===== config.mk =====
export PLATFORM = sky130hd
export DESIGN_NAME = dcache_lookup_stage
export DESIGN_NICKNAME = d
export VERILOG_FILES = /design/src/source/dcache_cfg_pkg.sv /design/src/source/dcache_if_pkg.sv /design/src/source/dcache_lookup_stage.sv
export SDC_FILE = /design/constraint.sdc
export NUM_CORES = 1
export LEC_CHECK = 0
export BUFFER_PORTS_ARGS = -buffer_cell sky130_fd_sc_hd__buf_2
export CAP_MARGIN = 25
export CORE_AREA = 2 2 245 247
export CTS_CLUSTER_DIAMETER = 120
export CTS_CLUSTER_SIZE = 14
export DETAILED_ROUTE_END_ITERATION = 8
export DIE_AREA = 0 0 247 249
export PLACE_DENSITY_LB_ADDON = 0.1
export SETUP_SLACK_MARGIN = 0.1
export SYNTH_ARGS = -nofsm -noshare
export SYNTH_HDL_FRONTEND = slang
export SYNTH_SLANG_ARGS = --single-unit
export TNS_END_PERCENT = 10

===== constraint.sdc =====
create_clock -name clk -period 5.27 [get_ports clk]
set_input_delay 1.054 -clock clk [delete_from_list [all_inputs] [get_ports clk]]
set_output_delay 1.054 -clock clk [all_outputs]
set_load 0.1 [all_outputs]

===== src/source/dcache_cfg_pkg.sv =====
// ==========================================================
// geometry of the two-way write-back data cache and the
// vector types derived from it, shared by all cache blocks
// ==========================================================
package dcache_cfg_pkg;

  // 2 ways x 16 sets x 16-byte lines
  localparam int WAY_NUM        = 2;
  localparam int IDX_WIDTH      = 4;
  localparam int LINE_BYTES     = 16;
  localparam int WORDS_PER_LINE = 4;
  localparam int OFS_WIDTH      = 4;
  localparam int ADDR_WIDTH     = 32;
  localparam int TAG_WIDTH      = 24;
  localparam int ID_WIDTH       = 4;

  typedef logic [ADDR_WIDTH-1:0]           paddr_t;
  typedef logic [TAG_WIDTH-1:0]            tag_t;
  typedef logic [IDX_WIDTH-1:0]            idx_t;
  typedef logic [OFS_WIDTH-1:0]            ofs_t;
  typedef logic [31:0]                     word_t;
  // byte 0 of the line sits at the lowest address
  typedef logic [LINE_BYTES-1:0][7:0]      line_t;
  typedef logic [$clog2(WAY_NUM)-1:0]      way_t;
  typedef logic [ID_WIDTH-1:0]             req_id_t;
  // address without the byte offset
  typedef logic [ADDR_WIDTH-OFS_WIDTH-1:0] line_addr_t;

  typedef struct packed {
    logic valid;
    logic dirty;
  } meta_t;

endpackage


===== src/source/dcache_if_pkg.sv =====
// ==========================================================
// request, response and memory port types of the data cache,
// plus the pipeline stage registers and the array write bus
// ==========================================================
package dcache_if_pkg;

  typedef enum logic {
    LOAD,
    STORE
  } mem_op_e;

  typedef enum logic [2:0] {
    ALIGN_B,
    ALIGN_H,
    ALIGN_W,
    ALIGN_BU,
    ALIGN_HU
  } align_e;

  // core side
  typedef struct packed {
    mem_op_e                 op;
    align_e                  align;
    dcache_cfg_pkg::paddr_t  addr;
    dcache_cfg_pkg::word_t   wdata;
    dcache_cfg_pkg::req_id_t id;
  } dcache_req_t;

  typedef struct packed {
    mem_op_e                 op;
    logic                    ale;
    dcache_cfg_pkg::word_t   rdata;
    dcache_cfg_pkg::paddr_t  addr;
    dcache_cfg_pkg::req_id_t id;
  } dcache_rsp_t;

  // memory side, one whole line per transaction
  typedef struct packed {
    logic                       we;
    dcache_cfg_pkg::line_addr_t addr;
    dcache_cfg_pkg::line_t      wdata;
  } mem_req_t;

  // ==========================================================
  // pipeline registers
  // ==========================================================
  typedef struct packed {
    dcache_req_t req;
    logic        ale;
  } s1_entry_t;

  typedef struct packed {
    s1_entry_t             s1;
    logic                  miss;
    dcache_cfg_pkg::way_t  hit_way;
    dcache_cfg_pkg::way_t  victim_way;
    dcache_cfg_pkg::meta_t victim_meta;
    dcache_cfg_pkg::tag_t  victim_tag;
    // line of the hit way, or of the victim on a miss
    dcache_cfg_pkg::line_t hit_line;
  } s2_entry_t;

  typedef struct packed {
    logic                  en;
    dcache_cfg_pkg::idx_t  idx;
    dcache_cfg_pkg::way_t  way;
    dcache_cfg_pkg::tag_t  tag;
    dcache_cfg_pkg::meta_t meta;
    dcache_cfg_pkg::line_t line;
    // store hit, tag left untouched
    logic                  dirty_only;
  } arr_wr_t;

endpackage


===== src/source/dcache_lookup_stage.sv =====
// ==========================================================
// accept and lookup stages: alignment check on the incoming
// request, tag compare against the array outputs, PLRU victim
// choice and the entry handed on to the access stage
// ==========================================================
`timescale 1ns/1ps

module dcache_lookup_stage (
  input  logic                                                clk,
  input  logic                                                rst_n,
  input  logic                                                req_valid_i,
  input  dcache_if_pkg::dcache_req_t                          req_i,
  input  logic                                                s2_ready_i,
  input  dcache_cfg_pkg::tag_t  [dcache_cfg_pkg::WAY_NUM-1:0] tags_i,
  input  dcache_cfg_pkg::meta_t [dcache_cfg_pkg::WAY_NUM-1:0] metas_i,
  input  dcache_cfg_pkg::line_t [dcache_cfg_pkg::WAY_NUM-1:0] lines_i,
  input  dcache_cfg_pkg::way_t                                plru_i,
  output logic                                                req_ready_o,
  output dcache_cfg_pkg::idx_t                                rd_idx_o,
  output logic                                                s2_valid_o,
  output dcache_if_pkg::s2_entry_t                            s2_entry_o,
  output logic                                                plru_we_o,
  output dcache_cfg_pkg::idx_t                                plru_idx_o,
  output dcache_cfg_pkg::way_t                                plru_way_o
);
  import dcache_cfg_pkg::*;
  import dcache_if_pkg::*;

  s1_entry_t          s1_q;
  logic               s1_valid_q;
  logic               ale;
  tag_t               s1_tag;
  idx_t               s1_idx;
  logic [WAY_NUM-1:0] hit_vec;
  logic               miss;
  way_t               hit_way;
  way_t               sel_way;

  // ==========================================================
  // stage 0
  // ==========================================================
  always_comb begin
    case (req_i.align)
      ALIGN_H, ALIGN_HU: ale = req_i.addr[0];
      ALIGN_W:           ale = |req_i.addr[1:0];
      default:           ale = 1'b0;
    endcase
  end

  assign req_ready_o = !s1_valid_q || s2_ready_i;

  // held index while s1 stalls, so the arrays keep reading its set
  assign rd_idx_o = req_ready_o ? req_i.addr[OFS_WIDTH +: IDX_WIDTH] : s1_idx;

  always_ff @(posedge clk or negedge rst_n) begin
    if (!rst_n) begin
      s1_valid_q <= 1'b0;
    end else if (req_ready_o) begin
      s1_valid_q <= req_valid_i;
    end
  end

  always_ff @(posedge clk) begin
    if (req_valid_i && req_ready_o) begin
      s1_q.req <= req_i;
      s1_q.ale <= ale;
    end
  end

  // ==========================================================
  // stage 1
  // ==========================================================
  assign s1_tag = s1_q.req.addr[ADDR_WIDTH-1 -: TAG_WIDTH];
  assign s1_idx = s1_q.req.addr[OFS_WIDTH +: IDX_WIDTH];

  always_comb begin
    hit_way = '0;
    for (int w = 0; w < WAY_NUM; w++) begin
      hit_vec[w] = metas_i[w].valid && tags_i[w] == s1_tag;
      if (hit_vec[w]) begin
        hit_way = way_t'(w);
      end
    end
    miss    = ~|hit_vec;
    sel_way = miss ? plru_i : hit_way;
  end

  always_comb begin
    s2_entry_o.s1          = s1_q;
    // misaligned requests never go to memory
    s2_entry_o.miss        = miss && !s1_q.ale;
    s2_entry_o.hit_way     = hit_way;
    s2_entry_o.victim_way  = plru_i;
    s2_entry_o.victim_meta = metas_i[plru_i];
    s2_entry_o.victim_tag  = tags_i[plru_i];
    s2_entry_o.hit_line    = lines_i[sel_way];
  end

  assign s2_valid_o = s1_valid_q;

  // touch the plru once, as the entry moves on
  assign plru_we_o  = s1_valid_q && s2_ready_i && !s1_q.ale;
  assign plru_idx_o = s1_idx;
  assign plru_way_o = sel_way;

endmodule


==> results.md <==
- Synth unique cells: 28
- Top cell type by total area after synthesis: edfxtp_1
- Max incr delay on CP: 0.47 ns
- Vias per std cell: 3.188
- RSZ-0062 raised after global routing: false
- GRT overflow: 0
- Fill cells: 6494
- Most used DFF post-synth: edfxtp_1
- Clock skew: 0.01103 ns
- Worst EP required: 4.22 ns
- Top-area cell type share of the netlist area: 40.44%
- Avg WL per Cell: 22.03 um
- Total power: 3.174 mW
- R2R Setup Slk: 3.19 ns
- Minimum clock period: 4.852 ns
- Largest net degree at the start of global routing: 55
- Width of the die: 247 um
- Period utilization: 92.07%
- First-pass GRT wire length: 50740 um
- Mux share of post-synthesis cell area: 40.37%
- Mapped Nets: 735
- Sink Count: 74
- Crit path to: s2_entry_o[117]
- Slew headroom: 52.31%
- Cells on worst reg2reg path: 3
- XOR/XNOR Fraction of Synth Area: 7.918%
- Row cnt: 89
- Power per cell area: 291.6 nW/um^2
- Worst-skew pair later-pin latency: 0.36 ns
- Ys Warns: 0
- Die ar.: 61500 sq um
- Commonest cells post-synth: mux2_4, edfxtp_1, mux2_2
- Buffers on Ports: 626
- Clock transition at path regs: 0.06 ns
- Resized cells post-CTS: 0
- Placer congestion estimate: 0.8490
- Number of synthesized flops with an enable pin: 73
- R2r endpoint: s2_entry_o[197]$_DFFE_PP_
- DRT Wirelength: 38800 um
- Post-Synth Simple-Gate Area: 4.478%
- CTS H-tree depth: 3
- Sequential cell area fraction in the yosys report: 40.90%
- Setup bufs post-CTS: 0
- Initial Utilization: 9.236%
- TritonCTS Buffers: 9
- Final nets: 1362
- Clk buf depth: 2
- Iter 0 DRT Violations: 197
- Vias in the first global route: 5990
- Initial antenna violation count: 16
- Core ar.: 58690 sq um
- HPWL after detailed placement: 34420 um
- Share of layout cells above drive strength 1: 83.60%
- Asr flop ratio synth: 1.351%
- Crit Path Max Fanout: 52
- Most area-consuming cells after synthesis: edfxtp_1, mux2_4, mux2_2
- Chip height: 249 um
- CTS tree: done
- Startpoint types: input port
- Antenna Nets Post-Route: 0
- Synth Area in Compound Gates: 0.4155%
- I/O Pins: 627
- Pleak: 5.186 nW
- Routed vias: 5614
- Worst-margin pin slew: 0.7139 ns
- Mapped Area: 5420 sq um
- Largest family of logic cells by synthesized area: multiplexers
- Min-delay worst type: in2async
- Fraction of the mapped netlist area in adder cells: 0%
- CP Capture Type: output port
- FF+latch count, synth: 74
- Count leader, synth: mux2_4
- CP dominant cell by count: buf_12
- Total of max-cap violations: 0
- CP Launch Point: tags_i[4]
- Worst path slowest cell: nor4_1
- Drc violations: 0
- Gr usage total: 12.04%
- Outcome: complete, no violations
- Final Hold Fails: 0
- CP Class: in2out
- TNS Setup: 0 ns
- Worst EP arrival: 3.80 ns
- Max Clk Rate: 206.1 MHz
- Pre-antenna DRT Iters: 4
- Final Slew Violations: 0
- Mapped Cells: 350
- Clk root buf: clkbuf_16
- Worst r2r src: s2_valid_o$_DFFE_PN0N_
- VDD IR-drop max: 0.1952 mV
- Synth-to-Final Area Change: 100.8%
- Syn avg cell area: 15.49 sq um
- Critical path, cell by cell: buf_2 > xnor2_1 > nand4_1 > nor4_1 > nand4_1 > a21oi_4 > buf_12 > buf_12 > mux2_4 > buf_12
- Cts hold-fix bufs: 0
- Final setup viols: 0
[how the worst min path moves through the flow]
stage,end,depth (start not counted)
after floorplan,s2_valid_o$_DFFE_PN0N_,0
after global placement,s2_valid_o$_DFFE_PN0N_,1
final,s2_valid_o$_DFFE_PN0N_,1
after global routing,s2_valid_o$_DFFE_PN0N_,1
after CTS,s2_valid_o$_DFFE_PN0N_,1
after detailed placement,s2_valid_o$_DFFE_PN0N_,1
[state kept, by name (all words and copies together), names as in the netlist]
| name | flops |
|---|---|
| plru_idx_o | 4 |
| s2_entry_o | 69 |
| s2_valid_o | 1 |
[layout by cell type, fill, tap and decap left out, types with 5 or more instances in the layout]
cell type  instances
buf_2            549
mux2_4           109
diode_2            6
xor2_1            32
xnor2_1           17
clkbuf_16          9
mux2_2            49
edfxtp_1          73
buf_12            81
nand4_1            5
nor4_1            10
buf_4             10
nand2_1            8
[critical path: cells and delay by family]
kind	cells	cell delay [ns]
AND/OR/NAND/NOR	3	0.95
AO/OA/AOI/OAI	1	0.24
XOR/XNOR	1	0.29
multiplexers	1	0.36
buffers and inverters	4	0.77
[per-layer routing]
| layer | part of all wire (%) | vias up | GRT usage (%) |
|---|---|---|---|
| met5 | 0.38 | - | 0 |
| met4 | 1.6 | 22 | 2.668 |
| met3 | 11 | 37 | 5.354 |
| met2 | 50 | 376 | 21.52 |
| met1 | 37 | 2600 | 12.92 |
| li1 | - | 2579 | - |
[layout make-up]
cell class | instances | area, sq um | share of cell area [%]
flip-flops and latches | 74 | 2217 | 20.37
repair buffers | 640 | 4444 | 40.83
multi-input cells | 249 | 2898 | 26.62
clock inverters | 7 | 107.6 | 0.9885
clock buffers | 9 | 225.2 | 2.069
diodes | 6 | 15.01 | 0.1379
inverters | 3 | 11.26 | 0.1034
well taps | 773 | 967.2 | 8.885
[power breakdown]
group	switching (mW)	total [mW]	internal, mW
sequential	0.0206	0.707	0.687
combinational	1.25	1.75	0.492
clock	0.295	0.720	0.425
total	1.57	3.17	1.60
[cell families after synthesis]
| kind of cell | after synthesis |
|---|---|
| XOR/XNOR | 49 |
| flip-flops | 74 |
| AND/OR/NAND/NOR | 39 |
| buffers and inverters | 27 |
| multiplexers | 158 |
| AO/OA/AOI/OAI | 3 |
[stage by stage]
| step | hold WS [ns] | setup WS, ns | cells | area [sq um] | utilization [%] |
|---|---|---|---|---|---|
| 6_report | 0.4614 | 0.4178 | 1761 | 10890 | 18.55 |
| 5_1_grt | 0.4413 | 0.1530 | 1755 | 10870 | 18.52 |
| 4_1_cts | 0.4354 | 0.1683 | 1755 | 10870 | 18.52 |
| 3_5_place_dp | 0.8308 | 0.1920 | 1739 | 10540 | 17.96 |
| 3_3_place_gp | 0.8309 | 0.2094 | 1739 | 10540 | 17.96 |
| 2_1_floorplan | 0.7584 | 0.2621 | 350 | 5420 | - |
(Power assumes the default switching activity.)
