`config.mk`:
```
export PLATFORM = sky130hd
export DESIGN_NAME = dcache_access_stage
export DESIGN_NICKNAME = d
export VERILOG_FILES = /design/src/source/dcache_cfg_pkg.sv /design/src/source/dcache_if_pkg.sv /design/src/source/dcache_access_stage.sv
export SDC_FILE = /design/constraint.sdc
export NUM_CORES = 1
export LEC_CHECK = 0
export ABC_AREA = 1
export BUFFER_PORTS_ARGS = -buffer_cell sky130_fd_sc_hd__clkbuf_2
export CELL_PAD_IN_SITES_DETAIL_PLACEMENT = 0
export CELL_PAD_IN_SITES_GLOBAL_PLACEMENT = 1
export CORE_AREA = 2 2 302 304
export CTS_BUF_LIST = sky130_fd_sc_hd__clkbuf_16
export DETAILED_ROUTE_END_ITERATION = 12
export DIE_AREA = 0 0 304 306
export PLACE_DENSITY = 0.61
export REMOVE_ABC_BUFFERS = 1
export SYNTH_ARGS = -nofsm -noshare
export SYNTH_HDL_FRONTEND = slang
export SYNTH_SLANG_ARGS = --single-unit
```
`constraint.sdc`:
```
create_clock -name clk -period 15.6 [get_ports clk]
set_input_delay 3.12 -clock clk [delete_from_list [all_inputs] [get_ports clk]]
set_output_delay 3.12 -clock clk [all_outputs]
set_load 0.02 [all_outputs]
```
`src/source/dcache_cfg_pkg.sv`:
```
// ==========================================================
// geometry of the two-way write-back data cache and the
// vector types derived from it, shared by all cache blocks
// ==========================================================
package dcache_cfg_pkg;

  // 2 ways x 16 sets x 16-byte lines
  localparam int WAY_NUM        = 2;
  localparam int IDX_WIDTH      = 4;
  localparam int LINE_BYTES     = 16;
  localparam int WORDS_PER_LINE = 4;
  localparam int OFS_WIDTH      = 4;
  localparam int ADDR_WIDTH     = 32;
  localparam int TAG_WIDTH      = 24;
  localparam int ID_WIDTH       = 4;

  typedef logic [ADDR_WIDTH-1:0]           paddr_t;
  typedef logic [TAG_WIDTH-1:0]            tag_t;
  typedef logic [IDX_WIDTH-1:0]            idx_t;
  typedef logic [OFS_WIDTH-1:0]            ofs_t;
  typedef logic [31:0]                     word_t;
  // byte 0 of the line sits at the lowest address
  typedef logic [LINE_BYTES-1:0][7:0]      line_t;
  typedef logic [$clog2(WAY_NUM)-1:0]      way_t;
  typedef logic [ID_WIDTH-1:0]             req_id_t;
  // address without the byte offset
  typedef logic [ADDR_WIDTH-OFS_WIDTH-1:0] line_addr_t;

  typedef struct packed {
    logic valid;
    logic dirty;
  } meta_t;

endpackage

```
`src/source/dcache_if_pkg.sv`:
```
// ==========================================================
// request, response and memory port types of the data cache,
// plus the pipeline stage registers and the array write bus
// ==========================================================
package dcache_if_pkg;

  typedef enum logic {
    LOAD,
    STORE
  } mem_op_e;

  typedef enum logic [2:0] {
    ALIGN_B,
    ALIGN_H,
    ALIGN_W,
    ALIGN_BU,
    ALIGN_HU
  } align_e;

  // core side
  typedef struct packed {
    mem_op_e                 op;
    align_e                  align;
    dcache_cfg_pkg::paddr_t  addr;
    dcache_cfg_pkg::word_t   wdata;
    dcache_cfg_pkg::req_id_t id;
  } dcache_req_t;

  typedef struct packed {
    mem_op_e                 op;
    logic                    ale;
    dcache_cfg_pkg::word_t   rdata;
    dcache_cfg_pkg::paddr_t  addr;
    dcache_cfg_pkg::req_id_t id;
  } dcache_rsp_t;

  // memory side, one whole line per transaction
  typedef struct packed {
    logic                       we;
    dcache_cfg_pkg::line_addr_t addr;
    dcache_cfg_pkg::line_t      wdata;
  } mem_req_t;

  // ==========================================================
  // pipeline registers
  // ==========================================================
  typedef struct packed {
    dcache_req_t req;
    logic        ale;
  } s1_entry_t;

  typedef struct packed {
    s1_entry_t             s1;
    logic                  miss;
    dcache_cfg_pkg::way_t  hit_way;
    dcache_cfg_pkg::way_t  victim_way;
    dcache_cfg_pkg::meta_t victim_meta;
    dcache_cfg_pkg::tag_t  victim_tag;
    // line of the hit way, or of the victim on a miss
    dcache_cfg_pkg::line_t hit_line;
  } s2_entry_t;

  typedef struct packed {
    logic                  en;
    dcache_cfg_pkg::idx_t  idx;
    dcache_cfg_pkg::way_t  way;
    dcache_cfg_pkg::tag_t  tag;
    dcache_cfg_pkg::meta_t meta;
    dcache_cfg_pkg::line_t line;
    // store hit, tag left untouched
    logic                  dirty_only;
  } arr_wr_t;

endpackage

```
`src/source/dcache_access_stage.sv`:
```
// ==========================================================
// access stage: load extraction, store merge, array writes
// for store hits and refills, miss hand-off and the response
// ==========================================================
`timescale 1ns/1ps

module dcache_access_stage (
  input  logic                       clk,
  input  logic                       rst_n,
  input  logic                       s2_valid_i,
  input  dcache_if_pkg::s2_entry_t   s2_entry_i,
  input  logic                       rsp_ready_i,
  input  logic                       refill_done_i,
  input  dcache_cfg_pkg::line_t      refill_line_i,
  output logic                       s2_ready_o,
  output logic                       rsp_valid_o,
  output dcache_if_pkg::dcache_rsp_t rsp_o,
  output dcache_if_pkg::arr_wr_t     arr_wr_o,
  output logic                       miss_start_o,
  output logic                       wb_needed_o,
  output dcache_cfg_pkg::line_addr_t victim_addr_o,
  output dcache_cfg_pkg::line_t      victim_line_o,
  output dcache_cfg_pkg::line_addr_t fill_addr_o
);
  import dcache_cfg_pkg::*;
  import dcache_if_pkg::*;

  s2_entry_t s2_q;
  logic      s2_valid_q;
  logic      refilled_q;
  logic      pending;
  logic      is_store;
  logic      store_hit_wr;
  way_t      sel_way;
  idx_t      idx;
  ofs_t      ofs;
  logic [$clog2(WORDS_PER_LINE)-1:0] wsel;
  line_t     base_line;
  line_t     merged_line;
  word_t     word;
  word_t     shifted;
  word_t     wdata_sh;
  logic [3:0] be;
  idx_t      in_idx;
  way_t      in_sel;

  assign idx       = s2_q.s1.req.addr[OFS_WIDTH +: IDX_WIDTH];
  assign ofs       = s2_q.s1.req.addr[OFS_WIDTH-1:0];
  assign wsel      = ofs[OFS_WIDTH-1:2];
  assign is_store  = s2_q.s1.req.op == STORE;
  assign pending   = s2_valid_q && s2_q.miss && !refilled_q;
  assign sel_way   = s2_q.miss ? s2_q.victim_way : s2_q.hit_way;
  assign base_line = (refilled_q || refill_done_i) ? refill_line_i : s2_q.hit_line;
  assign word      = base_line[wsel*4 +: 4];

  always_ff @(posedge clk or negedge rst_n) begin
    if (!rst_n) begin
      s2_valid_q <= 1'b0;
      refilled_q <= 1'b0;
    end else if (s2_ready_o) begin
      s2_valid_q <= s2_valid_i;
      refilled_q <= 1'b0;
    end else if (refill_done_i) begin
      refilled_q <= 1'b1;
    end
  end

  // a store hit leaving s2 writes on the same edge the next entry
  // arrives, so that entry takes the new line and dirty bit here
  assign in_idx = s2_entry_i.s1.req.addr[OFS_WIDTH +: IDX_WIDTH];
  assign in_sel = s2_entry_i.miss ? s2_entry_i.victim_way : s2_entry_i.hit_way;

  always_ff @(posedge clk) begin
    if (s2_ready_o && s2_valid_i) begin
      s2_q <= s2_entry_i;
      if (arr_wr_o.en && arr_wr_o.idx == in_idx) begin
        if (arr_wr_o.way == in_sel) begin
          s2_q.hit_line <= arr_wr_o.line;
        end
        if (arr_wr_o.way == s2_entry_i.victim_way) begin
          s2_q.victim_meta <= arr_wr_o.meta;
        end
      end
    end
  end

  // store merge, BU/HU stores behave as B/H
  always_comb begin
    wdata_sh = s2_q.s1.req.wdata << {ofs[1:0], 3'b000};
    case (s2_q.s1.req.align)
      ALIGN_B, ALIGN_BU: be = 4'b0001 << ofs[1:0];
      ALIGN_H, ALIGN_HU: be = 4'b0011 << ofs[1:0];
      default:           be = 4'b1111;
    endcase
    merged_line = base_line;
    for (int b = 0; b < 4; b++) begin
      if (be[b]) begin
        merged_line[wsel*4 + b] = wdata_sh[8*b +: 8];
      end
    end
  end

  assign store_hit_wr = s2_valid_q && is_store && !s2_q.miss && !s2_q.s1.ale && rsp_ready_i;

  always_comb begin
    arr_wr_o.en         = store_hit_wr || refill_done_i;
    arr_wr_o.idx        = idx;
    arr_wr_o.way        = sel_way;
    arr_wr_o.tag        = s2_q.s1.req.addr[ADDR_WIDTH-1 -: TAG_WIDTH];
    arr_wr_o.meta.valid = 1'b1;
    arr_wr_o.meta.dirty = is_store;
    arr_wr_o.line       = is_store ? merged_line : base_line;
    arr_wr_o.dirty_only = !refill_done_i;
  end

  // miss hand-off, held until the refill comes back
  assign miss_start_o  = pending;
  assign wb_needed_o   = s2_q.victim_meta.valid && s2_q.victim_meta.dirty;
  assign victim_addr_o = {s2_q.victim_tag, idx};
  assign victim_line_o = s2_q.hit_line;
  assign fill_addr_o   = s2_q.s1.req.addr[ADDR_WIDTH-1:OFS_WIDTH];

  assign rsp_valid_o = s2_valid_q && !pending;
  assign s2_ready_o  = !s2_valid_q || (rsp_valid_o && rsp_ready_i);

  always_comb begin
    shifted   = word >> {ofs[1:0], 3'b000};
    rsp_o.op  = s2_q.s1.req.op;
    rsp_o.ale = s2_q.s1.ale;
    rsp_o.addr = s2_q.s1.req.addr;
    rsp_o.id  = s2_q.s1.req.id;
    case (s2_q.s1.req.align)
      ALIGN_B:  rsp_o.rdata = {{24{shifted[7]}}, shifted[7:0]};
      ALIGN_BU: rsp_o.rdata = {24'b0, shifted[7:0]};
      ALIGN_H:  rsp_o.rdata = {{16{shifted[15]}}, shifted[15:0]};
      ALIGN_HU: rsp_o.rdata = {16'b0, shifted[15:0]};
      default:  rsp_o.rdata = word;
    endcase
  end

endmodule

```
==> flow_summary_export.csv <==
group,metric,value,unit
worst_setup_path,crit_required,12480,ps
pwr,vdd_drop_max,0.0000783,V
synthesis,syn_area_per_cell,7.49,µm²
worst_setup_path,path_class,"in -> out",
timing,finalCritPeriodShare,63.6,%
cts,cts_resized,0,
placed_design,dp.final_hpwl,72300,µm
synthesis,seq_area_frac_synth,42.8,%
finish,nets,3025,
detailed_routing,drtIter0Drc,1060,
global_routing,grt_max_degree,89,
timing,fin_worst_skew,37.8,ps
floorplanning,die_w,304,µm
worst_setup_path,worst_ep_arrival_time,6800,ps
detailed_routing,wl,90800,µm
synthesis,synth_xor_area_share,0.215,%
finish,fin_cells,3873,
timing,fin_ws,5680,ps
floorplanning,die_h,306,µm
cts,clock_latency,590,ps
hold_path,min_path_type,"reg -> reg",
timing,slew_violations,2,
detailed_routing,first_pass_iters,5,
cts,clock-sinks,232,
global_routing,antenna_found_initial,18,
synthesis,synth-compound-area-share,9.77,%
global_routing,grt_busiest_layer,"met2",
placed_design,routabilityCongestion,0.806,
pwr,p_per_area,108,nW/µm²
timing,worstMarginPinSlew,1520,ps
worst_setup_path,critPathCaptureType,"output pin",
detailed_routing,viasPerCell,4.12,
placed_design,placedCellCount,3802,
timing,tns,0,ps
cts,numCtsBuffers,34,
cts,clockBufferDepth,3,
run_status,outcome,"finished with violations",
synthesis,syn_area,16300,µm²
worst_setup_path,cp_top_family,"simple AND/OR/NAND/NOR gates",
synthesis,synthSimpleGateAreaFrac,28.5,%
cts,cts.hold.buffers_added,0,
floorplanning,io_pins,782,
floorplanning,core,89600,µm²
timing,rsz0062_at_grt,"false",
worst_setup_path,worst-path-max-fanout,71,
synthesis,syn_inst,2172,
global_routing,groute.layer.met1.usage,22.7,%
synthesis,synth_top_family_by_area,"simple AND/OR/NAND/NOR gates",
synthesis,muxShareOfSynthArea,0,%
cts,cts_root_buffer,"clkbuf_16",
cts,post-cts-setup-buffers,0,
timing,holdWs,630,ps
global_routing,met2_usage,33.1,%
synthesis,synth_area_leaders,"edfxtp_1 (42%), nand2_1 (21%), buf_4 (12%)",
worst_setup_path,crit_buf_inv,4,
hold_path,whs_path_depth,2,
worst_setup_path,reg2reg_slack,11990,ps
pwr,p_leak,10.6,nW
finish,fillCellCount,10300,
global_routing,grt_pass1_wl,123000,µm
detailed_routing,ant_nets,0,
synthesis,synthAdderAreaFrac,0,%
worst_setup_path,rr_worst_depth,7,
synthesis,ys_ff_latch,232,
global_routing,grtUsageTotal,18.7,%
finish,syn_to_final_growth,26.3,%
timing,hold_viol,0,
finish,drive_gt1_share,34.8,%
global_routing,grt_pass1_vias,15800,
global_routing,grtUsageMet3,4.20,%
finish,final_area,20500,µm²
synthesis,yosys_warnings,0,
hold_path,hold_end,"s2_valid_q$_DFFE_PN0N_",
floorplanning,die-area,93000,µm²
run,drv_cap,1,
global_routing,grt-ovfl-total,0,
placed_design,dpl_cell_area,19400,µm²
floorplanning,initial_core_util,18.1,%
placed_design,io_buffers,780,
timing,relSlewSlack,-2.29,%
detailed_routing,post_drt_wl_per_cell,23.4,µm
worst_setup_path,r2r_start,"s2_q[156]$_DFFE_PP_",
placed_design,post-place-ws,5620,ps
detailed_routing,drcViolationCount,0,
floorplanning,num_rows,110,
worst_setup_path,critPathMaxStageDelay,720,ps
worst_setup_path,cp_slowest_cell,"nand3_2",
synthesis,synth_top_cell_area_share,42.5,%
worst_setup_path,cp_common_cell,"nor2_1",
timing,period_minus_slack,9920,ps
cts,cts_tree,"yes",
worst_setup_path,r2r-end,"victim_line_o[27]$_DFFE_PP_",
timing,setup_violations,0,
hold_path,hold_start,"s2_valid_q$_DFFE_PN0N_",
run_status,violations,"max-capacitance violations, max-slew violations",
detailed_routing,num_vias,16000,
synthesis,yosysTopAreaCell,"edfxtp_1",
cts,htree_levels,2,
worst_setup_path,cp-start-kind,"input port",
timing,max_freq,101,MHz
cts,cts.clk_slew.worst_paths,50,ps
worst_setup_path,cp_cell_sequence,"clkbuf_2, nor2_4, buf_4, buf_4, nand2_1, nand3_1, nand2_1, nor2_1, nor2_1, nor2_1, nand3_2, nand3_1, clkbuf_2",
synthesis,ys_types,35,
-- metrics by stage --
stage | util (%) | total power (W)
6_report | 22.9 | 0.00222
5_1_grt | 22.9 | 0.00233
4_1_cts | 22.9 | 0.00226
3_5_place_dp | 21.7 | 0.00145
3_3_place_gp | 21.7 | 0.00145
2_1_floorplan | - | 0.00115
-- logic make-up after synthesis --
family          after synthesis
flops                       232
compound gates              290
xor+xnor                      4
simple gates               1128
other cells                   1
buf+inv                     517
-- worst register-to-register path, cell delays in order, from the launching register on --
cell and delay (ps):
edfxtp_1 420, inv_1 110, nor3_1 70, a21oi_1 310, inv_1 130, nor2_4 570, buf_4 680, buf_4 870
-- routing by layer --
layer | up-vias | wire (µm)
li1 | 7709 | -
met4 | 16 | 2050
met2 | 580 | 45600
met3 | 95 | 5410
met5 | - | 101
met1 | 7557 | 37600
-- worst max-delay path by stage --
stage	startpoint	to	slack (ps)	cells after the start
after CTS	refill_done_i	rsp_o[47]	5610	13
after floorplan	rsp_ready_i	arr_wr_o[131]$_DFFE_PP_	1520	4
after global placement	refill_done_i	rsp_o[46]	5670	12
final	refill_done_i	rsp_o[47]	5680	13
after detailed placement	refill_done_i	rsp_o[47]	5620	13
after global routing	refill_done_i	rsp_o[47]	5300	13
-- cells in the final DEF (no fill, tap or decap), types with 17 or more instances in the layout --
master	n
nor2_1	60
o21ai_0	147
o21ai_1	96
buf_4	21
nand3_1	79
clkbuf_2	780
clkbuf_16	34
inv_1	165
nand3_2	21
edfxtp_1	230
nand2_2	17
nand2_1	927
-- power breakdown --
group | leakage (nW) | switching (W) | internal (W)
logic | 7.86 | 0.000478 | 0.000183
registers | 2.18 | 0.0000286 | 0.000739
clock network | 0.572 | 0.000340 | 0.000451
total | 10.6 | 0.000846 | 0.00137
-- cell type report --
class	instances	area [µm²]	share of cell area, %
antenna	10	25.0	0.122
tap	1176	1470	7.16
inverter	170	643	3.13
clock inverter	27	241	1.18
timing repair buffer	801	4060	19.8
multi-input combinational	1423	6290	30.6
sequential	232	6960	33.9
clock buffer	34	851	4.14
-- flip-flops by register name, indices dropped and copies added (netlist names) --
signal	count
victim_line_o	128
s2_q	40
arr_wr_o	28
victim_addr_o	24
rsp_o	9
is_store	1
refilled_q	1
s2_valid_q	1
-- synthesized netlist by cell type --
cell type	count
o21ai_0	147
xor2_1	1
dfrtp_1	2
buf_6	6
nor2_1	63
inv_2	16
conb_1	1
edfxtp_1	230
nand3_2	21
o21ai_4	3
nor2_2	4
nand2_2	17
or2_2	3
buf_1	2
a22oi_1	8
clkbuf_1	25
nand2_1	927
nor3_4	1
xnor2_1	3
nor2_8	1
nor3_1	2
a21oi_1	12
buf_4	266
nand2_4	2
or2_1	1
o21ai_2	4
o22ai_1	14
o21ai_1	96
buf_2	48
nand3_1	79
a31oi_1	1
inv_1	154
a221oi_2	5
nand3_4	1
nor2_4	6
Power figures use the tool's default switching activity.
