## src/source/dcache_cfg_pkg.sv

```systemverilog
// ==========================================================
// geometry of the two-way write-back data cache and the
// vector types derived from it, shared by all cache blocks
// ==========================================================
package dcache_cfg_pkg;

  // 2 ways x 16 sets x 16-byte lines
  localparam int WAY_NUM        = 2;
  localparam int IDX_WIDTH      = 4;
  localparam int LINE_BYTES     = 16;
  localparam int WORDS_PER_LINE = 4;
  localparam int OFS_WIDTH      = 4;
  localparam int ADDR_WIDTH     = 32;
  localparam int TAG_WIDTH      = 24;
  localparam int ID_WIDTH       = 4;

  typedef logic [ADDR_WIDTH-1:0]           paddr_t;
  typedef logic [TAG_WIDTH-1:0]            tag_t;
  typedef logic [IDX_WIDTH-1:0]            idx_t;
  typedef logic [OFS_WIDTH-1:0]            ofs_t;
  typedef logic [31:0]                     word_t;
  // byte 0 of the line sits at the lowest address
  typedef logic [LINE_BYTES-1:0][7:0]      line_t;
  typedef logic [$clog2(WAY_NUM)-1:0]      way_t;
  typedef logic [ID_WIDTH-1:0]             req_id_t;
  // address without the byte offset
  typedef logic [ADDR_WIDTH-OFS_WIDTH-1:0] line_addr_t;

  typedef struct packed {
    logic valid;
    logic dirty;
  } meta_t;

endpackage

```

## src/source/dcache_if_pkg.sv

```systemverilog
// ==========================================================
// request, response and memory port types of the data cache,
// plus the pipeline stage registers and the array write bus
// ==========================================================
package dcache_if_pkg;

  typedef enum logic {
    LOAD,
    STORE
  } mem_op_e;

  typedef enum logic [2:0] {
    ALIGN_B,
    ALIGN_H,
    ALIGN_W,
    ALIGN_BU,
    ALIGN_HU
  } align_e;

  // core side
  typedef struct packed {
    mem_op_e                 op;
    align_e                  align;
    dcache_cfg_pkg::paddr_t  addr;
    dcache_cfg_pkg::word_t   wdata;
    dcache_cfg_pkg::req_id_t id;
  } dcache_req_t;

  typedef struct packed {
    mem_op_e                 op;
    logic                    ale;
    dcache_cfg_pkg::word_t   rdata;
    dcache_cfg_pkg::paddr_t  addr;
    dcache_cfg_pkg::req_id_t id;
  } dcache_rsp_t;

  // memory side, one whole line per transaction
  typedef struct packed {
    logic                       we;
    dcache_cfg_pkg::line_addr_t addr;
    dcache_cfg_pkg::line_t      wdata;
  } mem_req_t;

  // ==========================================================
  // pipeline registers
  // ==========================================================
  typedef struct packed {
    dcache_req_t req;
    logic        ale;
  } s1_entry_t;

  typedef struct packed {
    s1_entry_t             s1;
    logic                  miss;
    dcache_cfg_pkg::way_t  hit_way;
    dcache_cfg_pkg::way_t  victim_way;
    dcache_cfg_pkg::meta_t victim_meta;
    dcache_cfg_pkg::tag_t  victim_tag;
    // line of the hit way, or of the victim on a miss
    dcache_cfg_pkg::line_t hit_line;
  } s2_entry_t;

  typedef struct packed {
    logic                  en;
    dcache_cfg_pkg::idx_t  idx;
    dcache_cfg_pkg::way_t  way;
    dcache_cfg_pkg::tag_t  tag;
    dcache_cfg_pkg::meta_t meta;
    dcache_cfg_pkg::line_t line;
    // store hit, tag left untouched
    logic                  dirty_only;
  } arr_wr_t;

endpackage

```

## src/source/dcache_miss_fsm.sv

```systemverilog
// ==========================================================
// miss engine: optional write-back of the dirty victim, then
// the refill, each as one four-phase req/ack transaction
// ==========================================================
`timescale 1ns/1ps

module dcache_miss_fsm (
  input  logic                       clk,
  input  logic                       rst_n,
  input  logic                       miss_start_i,
  input  logic                       wb_needed_i,
  input  dcache_cfg_pkg::line_addr_t victim_addr_i,
  input  dcache_cfg_pkg::line_t      victim_line_i,
  input  dcache_cfg_pkg::line_addr_t fill_addr_i,
  input  logic                       mem_ack_i,
  input  dcache_cfg_pkg::line_t      mem_rdata_i,
  output logic                       mem_req_valid_o,
  output dcache_if_pkg::mem_req_t    mem_req_o,
  output logic                       refill_done_o,
  output dcache_cfg_pkg::line_t      refill_line_o
);
  import dcache_cfg_pkg::*;
  import dcache_if_pkg::*;

  typedef enum logic [2:0] {
    IDLE,
    WB_REQ,
    WB_WAIT,
    RF_REQ,
    RF_WAIT,
    DONE
  } miss_state_e;

  miss_state_e state_q;
  miss_state_e state_d;

  // *_REQ holds req until ack, *_WAIT waits for ack to drop
  always_comb begin
    state_d = state_q;
    case (state_q)
      IDLE: begin
        if (miss_start_i) begin
          state_d = wb_needed_i ? WB_REQ : RF_REQ;
        end
      end
      WB_REQ: begin
        if (mem_ack_i) begin
          state_d = WB_WAIT;
        end
      end
      WB_WAIT: begin
        if (!mem_ack_i) begin
          state_d = RF_REQ;
        end
      end
      RF_REQ: begin
        if (mem_ack_i) begin
          state_d = RF_WAIT;
        end
      end
      RF_WAIT: begin
        if (!mem_ack_i) begin
          state_d = DONE;
        end
      end
      default: state_d = IDLE;
    endcase
  end

  always_ff @(posedge clk or negedge rst_n) begin
    if (!rst_n) begin
      state_q <= IDLE;
    end else begin
      state_q <= state_d;
    end
  end

  // read data is only valid while ack is high
  always_ff @(posedge clk) begin
    if (state_q == RF_REQ && mem_ack_i) begin
      refill_line_o <= mem_rdata_i;
    end
  end

  assign mem_req_valid_o = state_q == WB_REQ || state_q == RF_REQ;
  assign mem_req_o.we    = state_q inside {WB_REQ, WB_WAIT};
  assign mem_req_o.addr  = mem_req_o.we ? victim_addr_i : fill_addr_i;
  assign mem_req_o.wdata = victim_line_i;
  assign refill_done_o   = state_q == DONE;

endmodule

```

## config.mk

```make
export PLATFORM = sky130hd
export DESIGN_NAME = dcache_miss_fsm
export DESIGN_NICKNAME = d
export VERILOG_FILES = /design/src/source/dcache_cfg_pkg.sv /design/src/source/dcache_if_pkg.sv /design/src/source/dcache_miss_fsm.sv
export SDC_FILE = /design/constraint.sdc
export NUM_CORES = 1
export LEC_CHECK = 0
export ABC_CLOCK_PERIOD_IN_PS = 8390
export BUFFER_PORTS_ARGS = -buffer_cell sky130_fd_sc_hd__buf_2
export CORE_AREA = 2 2 235 237
export CTS_CLUSTER_DIAMETER = 150
export CTS_CLUSTER_SIZE = 12
export DETAILED_ROUTE_END_ITERATION = 8
export DIE_AREA = 0 0 237 239
export SKIP_CTS_REPAIR_TIMING = 1
export SLEW_MARGIN = 20
export SYNTH_ARGS = -nofsm -noshare
export SYNTH_HDL_FRONTEND = slang
export SYNTH_SLANG_ARGS = --single-unit
```

## constraint.sdc

```tcl
create_clock -name clk -period 8.39 [get_ports clk]
set_clock_uncertainty 0.1 [all_clocks]
set_input_delay 0.4195 -clock clk [delete_from_list [all_inputs] [get_ports clk]]
set_output_delay 0.4195 -clock clk [all_outputs]
set_load 0.01 [all_outputs]
```

==> impl_results.md, run 1 <==
- Die Wd: ~240 µm
- Clock Sinks: 131
- HP Class: in -> reg
- Fin nets: ~860
- Sequential area share after synthesis: 0.727
- Pin count of the biggest net entering global routing: 80
- Placed cells: around 1200
- Layout cells sized above 1: 0.742
- Post-route clock period utilization: 0.356
- Final worst slack: 5410 ps
- CTS clk-pin slew, worst paths: about 70 ps
- Overall routing resource usage: 0.0725
- Max Cap Violations: 0
- Initial antenna violation count: 13
- RSZ-0062 raised after global routing: false
- Crit path DAT: 2460 ps
- Area after DPL: roughly 7000 µm²
- Worst-margin pin slew: about 1000 ps
- CP required: just under 8000 ps
- Total grt overflow: 0
- Antenna-violating nets left: 0
- Post-synth top area share: 0.713
- VDD IR-drop max: roughly 0.24 mV
- Setup violators final: 0
- Fin crit period: 2980 ps
- Worst-path fanout max: 29
- Routed wire length on met3: between 4000 and 5000 µm
- Mapped Cells: between 300 and 400
- Initial DRC count: just under 100
- Mapped Area: ~5400 µm²
- Filler cells: slightly above 6000
- Drt first pass iters: 4
- Via Count: ~3500
- Drt drc: 0
- Internal reg-to-reg setup slack: between 5000 and 6000 ps
- Setup CP Type: reg -> out
- Vias in the first global route: about 3800
- Fmax: around 0.34 GHz
- Drt total wl: 21900 µm
- HPWL Detailed: approximately 18000 µm
- FP Rows: 86
- Met2 WL: roughly 11000 µm
- First-pass GRT wire length: 27800 µm
- Slew margin rel.: 0.310
- Critical path endpoint category: output port
- Final Hold Vio Count: 0
- CTS H-Tree Depth: 4
- Num CTS Buffers: 17
- IO Count: slightly above 600
- Power Density: slightly above 300 nW/µm²
- Max layer used: met5
- Syn-to-layout area delta: 41.6%
- Post-Route M1 WL: 5700 µm
- I/O Buffers: between 300 and 400
- Warnings, synthesis: 0
- Final GP Congestion: roughly 0.76
- Non-Filler Instances: about 1300
- Leak pwr: roughly 0.0031 µW
- #FFs+latches synth: 131
- CTS tree: yes
- Final Cell Area: 7630 µm²
- Util after Layout: 0.140
- Startpoint Class: flip-flop
- Initial Util: 0.0991
- Die Ht: roughly 240 µm
- Outcome: complete, no violations
- Clk_lat worst skew: around 430 ps
- Clock Tree Buf Depth: 2
- Synth cell types: 19
- Mapped Nets: just over 600
- Via density: roughly 2.8
- Die area: 56600 µm²
- Avg Inst Size Synth: 17.6 µm²
- Max-slew violations: 0
- Pre-CTS WS: between 5000 and 6000 ps
- Core footprint: between 50000 and 60000 µm²
- Largest cells by area after synthesis: edfxtp_1 (71%), buf_4 (18%), mux2_2 (4.0%), mux2_4 (2.5%), dfrtp_1 (1.4%)
- Synth area leader: edfxtp_1
- Setup TNS: 0 ps
- Clock Tree Root: clkbuf_16
- Routed WL per cell: 17.4 µm
## per-layer routing
layer | track usage | vias up
met4 | 0.0435 | 12
li1 | - | 1449
met1 | 0.0533 | 1592
met5 | 0 | -
met3 | 0.0605 | 87
met2 | 0.127 | 388
## Yosys cell counts
cell type	count
o21ai_0	2
and3_1	1
dfrtp_1	3
edfxtp_1	128
buf_4	130
nand3b_1	1
buf_6	2
nor2b_1	1
mux2_2	19
mux2_4	9
nor2_1	2
a221oi_1	1
and3b_1	1
o31ai_1	1
a21o_1	1
xnor2_2	1
nor2_2	1
a311oi_1	1
buf_12	1
## where the power goes
part | leakage [µW] | switching (µW) | internal [µW]
Sequential | 0.00121 | 45.1 | 866
Combinational | 0.00157 | 363 | 294
Clock | 0.000300 | 337 | 429
## cell usage in the layout (no fill, tap or decap), drive strengths merged
master and n:
clkinv 4, xnor2 1, edfxtp 128, a311oi 1, inv 10, diode 2, nor2 3, dlygate4sd3 1
bufinv 1, clkbuf 17, and3b 1, o31ai 1, a221oi 1, dfrtp 3, buf 348, nand3b 1
mux2 28, a21o 1, and3 1, o21ai 2, nor2b 1
## registers in the layout (all words and copies together) (netlist names)
| signal | flops |
|---|---|
| state_q | 3 |
| refill_line_o | 128 |
## cell type report
| class | count | area [µm²] | share of cell area |
|---|---|---|---|
| multi-input combinational | 42 | 460 | 0.0604 |
| antenna | 2 | 5.00 | 0.000656 |
| sequential | 131 | 3920 | 0.514 |
| tap | 704 | 881 | 0.115 |
| timing repair buffer | 349 | 1750 | 0.230 |
| clock inverter | 15 | 183 | 0.0240 |
| clock buffer | 17 | 425 | 0.0558 |
## kinds of logic (layout without fill, tap and decap cells)
| kind of cell | Yosys count | after routing | share of synthesized area |
|---|---|---|---|
| flops | 131 | 131 | 0.727 |
| buf+inv | 133 | 381 | 0.189 |
| compound gates | 6 | 6 | 0.00790 |
| other cells | 0 | 2 | 0 |
| xor+xnor | 1 | 1 | 0.00302 |
| simple gates | 7 | 7 | 0.00790 |
| mux | 28 | 28 | 0.0648 |
## stage by stage
stage	hold WS [ps]	power [µW]
2_1_floorplan	23.9	1410
3_3_place_gp	126	1580
3_5_place_dp	130	1590
4_1_cts	-346	2370
5_1_grt	35.2	2440
6_report	53.4	2330
## critical path, cell delays in order, from the launching register on
cell and delay (ps):
dfrtp_1 480, xnor2_2 190, nor2_4 760, mux2_2 420, buf_2 140
## worst paths after layout
| path | start | depth (start not counted) | endpoint |
|---|---|---|---|
| setup / recovery | state_q[0] | 4 | mem_req_o[130] |
| max in group asynchronous | rst_n | 2 | state_q[1] |
| hold / removal | mem_rdata_i[94] | 1 | refill_line_o[94] |
| min in group asynchronous | rst_n | 2 | state_q[0] |
| setup reg to reg | state_q[0] | 3 | refill_line_o[15] |
| hold reg to reg | state_q[2] | 1 | state_q[1] |
No activity file was read; power rests on OpenSTA's default activity.
==> run 2, diff against run 1 <==
--- a/config.mk
+++ b/config.mk
@@ -5,13 +5,13 @@
 export SDC_FILE = /design/constraint.sdc
 export NUM_CORES = 1
 export LEC_CHECK = 0
-export ABC_CLOCK_PERIOD_IN_PS = 8390
+export ABC_CLOCK_PERIOD_IN_PS = 2750
 export BUFFER_PORTS_ARGS = -buffer_cell sky130_fd_sc_hd__buf_2
-export CORE_AREA = 2 2 235 237
+export CORE_AREA = 2 2 238 240
 export CTS_CLUSTER_DIAMETER = 150
 export CTS_CLUSTER_SIZE = 12
 export DETAILED_ROUTE_END_ITERATION = 8
-export DIE_AREA = 0 0 237 239
+export DIE_AREA = 0 0 240 242
 export SKIP_CTS_REPAIR_TIMING = 1
 export SLEW_MARGIN = 20
 export SYNTH_ARGS = -nofsm -noshare
==> constraint.sdc (replaced) <==
create_clock -name clk -period 2.75 [get_ports clk]
set_clock_uncertainty 0.1 [all_clocks]
set_input_delay 0.1375 -clock clk [delete_from_list [all_inputs] [get_ports clk]]
set_output_delay 0.1375 -clock clk [all_outputs]
set_load 0.01 [all_outputs]
==> run 2 against run 1 <==
Effect of this change: the flow now finishes with violations (hold timing); count of clock-buffer cells in the layout stayed put; combinational power grew to 3.4 times the previous value; worst hold slack got worse by 95 ps; die area rose by 2.5%; cell count rose by 15%; critical path type unchanged; largest power group unchanged; highest routed layer unchanged.
==> impl_results.md, run 2 (synthesis results as in run 1) <==
- Clock Tree Root: clkbuf_16
- Via density: 2.78
- Die Ht: between 200 and 250 µm
- HPWL Detailed: 18300 µm
- Core footprint: between 50000 and 60000 µm²
- Setup TNS: 0 ps
- Antenna-violating nets left: 0
- VDD IR-drop max: ~0.65 mV
- Initial Util: 0.0967
- Final Hold Vio Count: 1
- Max Cap Violations: 0
- Fin crit period: roughly 2400 ps
- Layout cells sized above 1: 0.605
- IO Count: roughly 600
- Drt drc: 0
- Via Count: ~4000
- Most common cell after layout, fill and taps aside: buf_2
- Drt total wl: roughly 23000 µm
- Total grt overflow: 0
- Outcome: finished, violations left
- Pin count of the biggest net entering global routing: 46
- Overall routing resource usage: 0.0685
- Clock Sinks: approximately 130
- Max-slew violations: 0
- Fin nets: 996
- Leak pwr: between 0.003 and 0.004 µW
- CTS tree: yes
- Commonest non-fill, non-tap cells in the layout: buf_2 (347), dlygate4sd3_1 (131), edfxtp_1 (128)
- Initial DRC count: between 100 and 150
- Util after Layout: 0.163
- Die Wd: 240 µm
- Routed WL per cell: between 15 and 20 µm
- Num CTS Buffers: 17
- CTS H-Tree Depth: 4
- Startpoint Class: flip-flop
- Final GP Congestion: a little over 0.8
- CP required: 2510 ps
- I/O Buffers: about 350
- Initial antenna violation count: 2
- Setup violators final: 0
- Final Cell Area: between 9000 and 10000 µm²
- Syn-to-layout area delta: 69.0%
- Largest regs: refill_line_o: 128 flops, state_q: 3 flops
- Post-route clock period utilization: 0.868
- Critical path endpoint category: output port
- Crit path DAT: around 2200 ps
- CTS clk-pin slew, worst paths: approximately 60 ps
- Largest reg by FF count: refill_line_o
- FP Rows: slightly below 90
- Die area: a little under 60000 µm²
- Clock Tree Buf Depth: 2
- Vias in the first global route: ~3800
- Hold slack: -41.5 ps
- First-pass GRT wire length: approximately 28000 µm
- Fmax: between 0.4 and 0.5 GHz
- Worst-margin pin slew: a little under 500 ps
- Power Density: between 800 and 900 nW/µm²
- HP Class: in -> reg
- Area after DPL: ~7100 µm²
- Setup CP Type: reg -> out
- RSZ-0062 raised after global routing: false
- Slew margin rel.: 0.679
- Max reg flops: roughly 130
- Worst-path fanout max: 29
- Clk_lat worst skew: ~420 ps
- Failing checks: hold timing
- Drt first pass iters: 4
## run 2: worst paths after layout
path                                    from                 to  slack, ps  cells after the start
max in group asynchronous              rst_n         state_q[2]       1870                      3
worst max register to register    state_q[0]  refill_line_o[66]        710                      3
min in group asynchronous              rst_n         state_q[0]        530                      3
worst max-delay path              state_q[0]     mem_req_o[133]        360                      5
worst min register to register    state_q[2]         state_q[1]        510                      1
worst min-delay path            miss_start_i         state_q[0]        -40                      3
## run 2: final cells by class
class / count / area [µm²]
Sequential cell: 131 / 3920
Fill cell: 6122 / 46600
Clock buffer: 17 / 425
Antenna cell: 3 / 7.51
Multi-Input combinational cell: 42 / 460
Tap cell: 756 / 946
Timing Repair Buffer: 487 / 3130
Clock inverter: 15 / 218
## run 2: power breakdown
group | total (µW) | switching (µW) | leakage, µW | internal, µW
Sequential | 2780 | 144 | 0.00121 | 2630
Clock | 2510 | 956 | 0.000317 | 1550
Combinational | 2220 | 1140 | 0.00216 | 1080
Total | 7500 | 2240 | 0.00368 | 5260
## run 2: layer usage
metal	GRT usage	vias to the layer above	routed length (µm)
met5	0.00842	-	67
met4	0.0358	2	914
met3	0.0522	69	3730
met2	0.121	395	11900
met1	0.0530	1846	6800
li1	-	1725	-
## run 2: critical path, stage by stage, from the launching register on
cell and delay, ps:
dfrtp_1 490, xnor2_2 190, nor2_4 80, buf_4 380
mux2_2 390, buf_2 140
## run 2: stage by stage
stage | hold slack, ps | setup slack [ps] | instances | total power (µW)
6_report | -41.5 | 363 | 1451 | 7500
2_1_floorplan | -258 | 471 | 306 | 4260
4_1_cts | -629 | 336 | 1317 | 7420
5_1_grt | 22.5 | 269 | 1450 | 7810
3_5_place_dp | -160 | 738 | 1285 | 4900
3_3_place_gp | -162 | 827 | 1285 | 4860
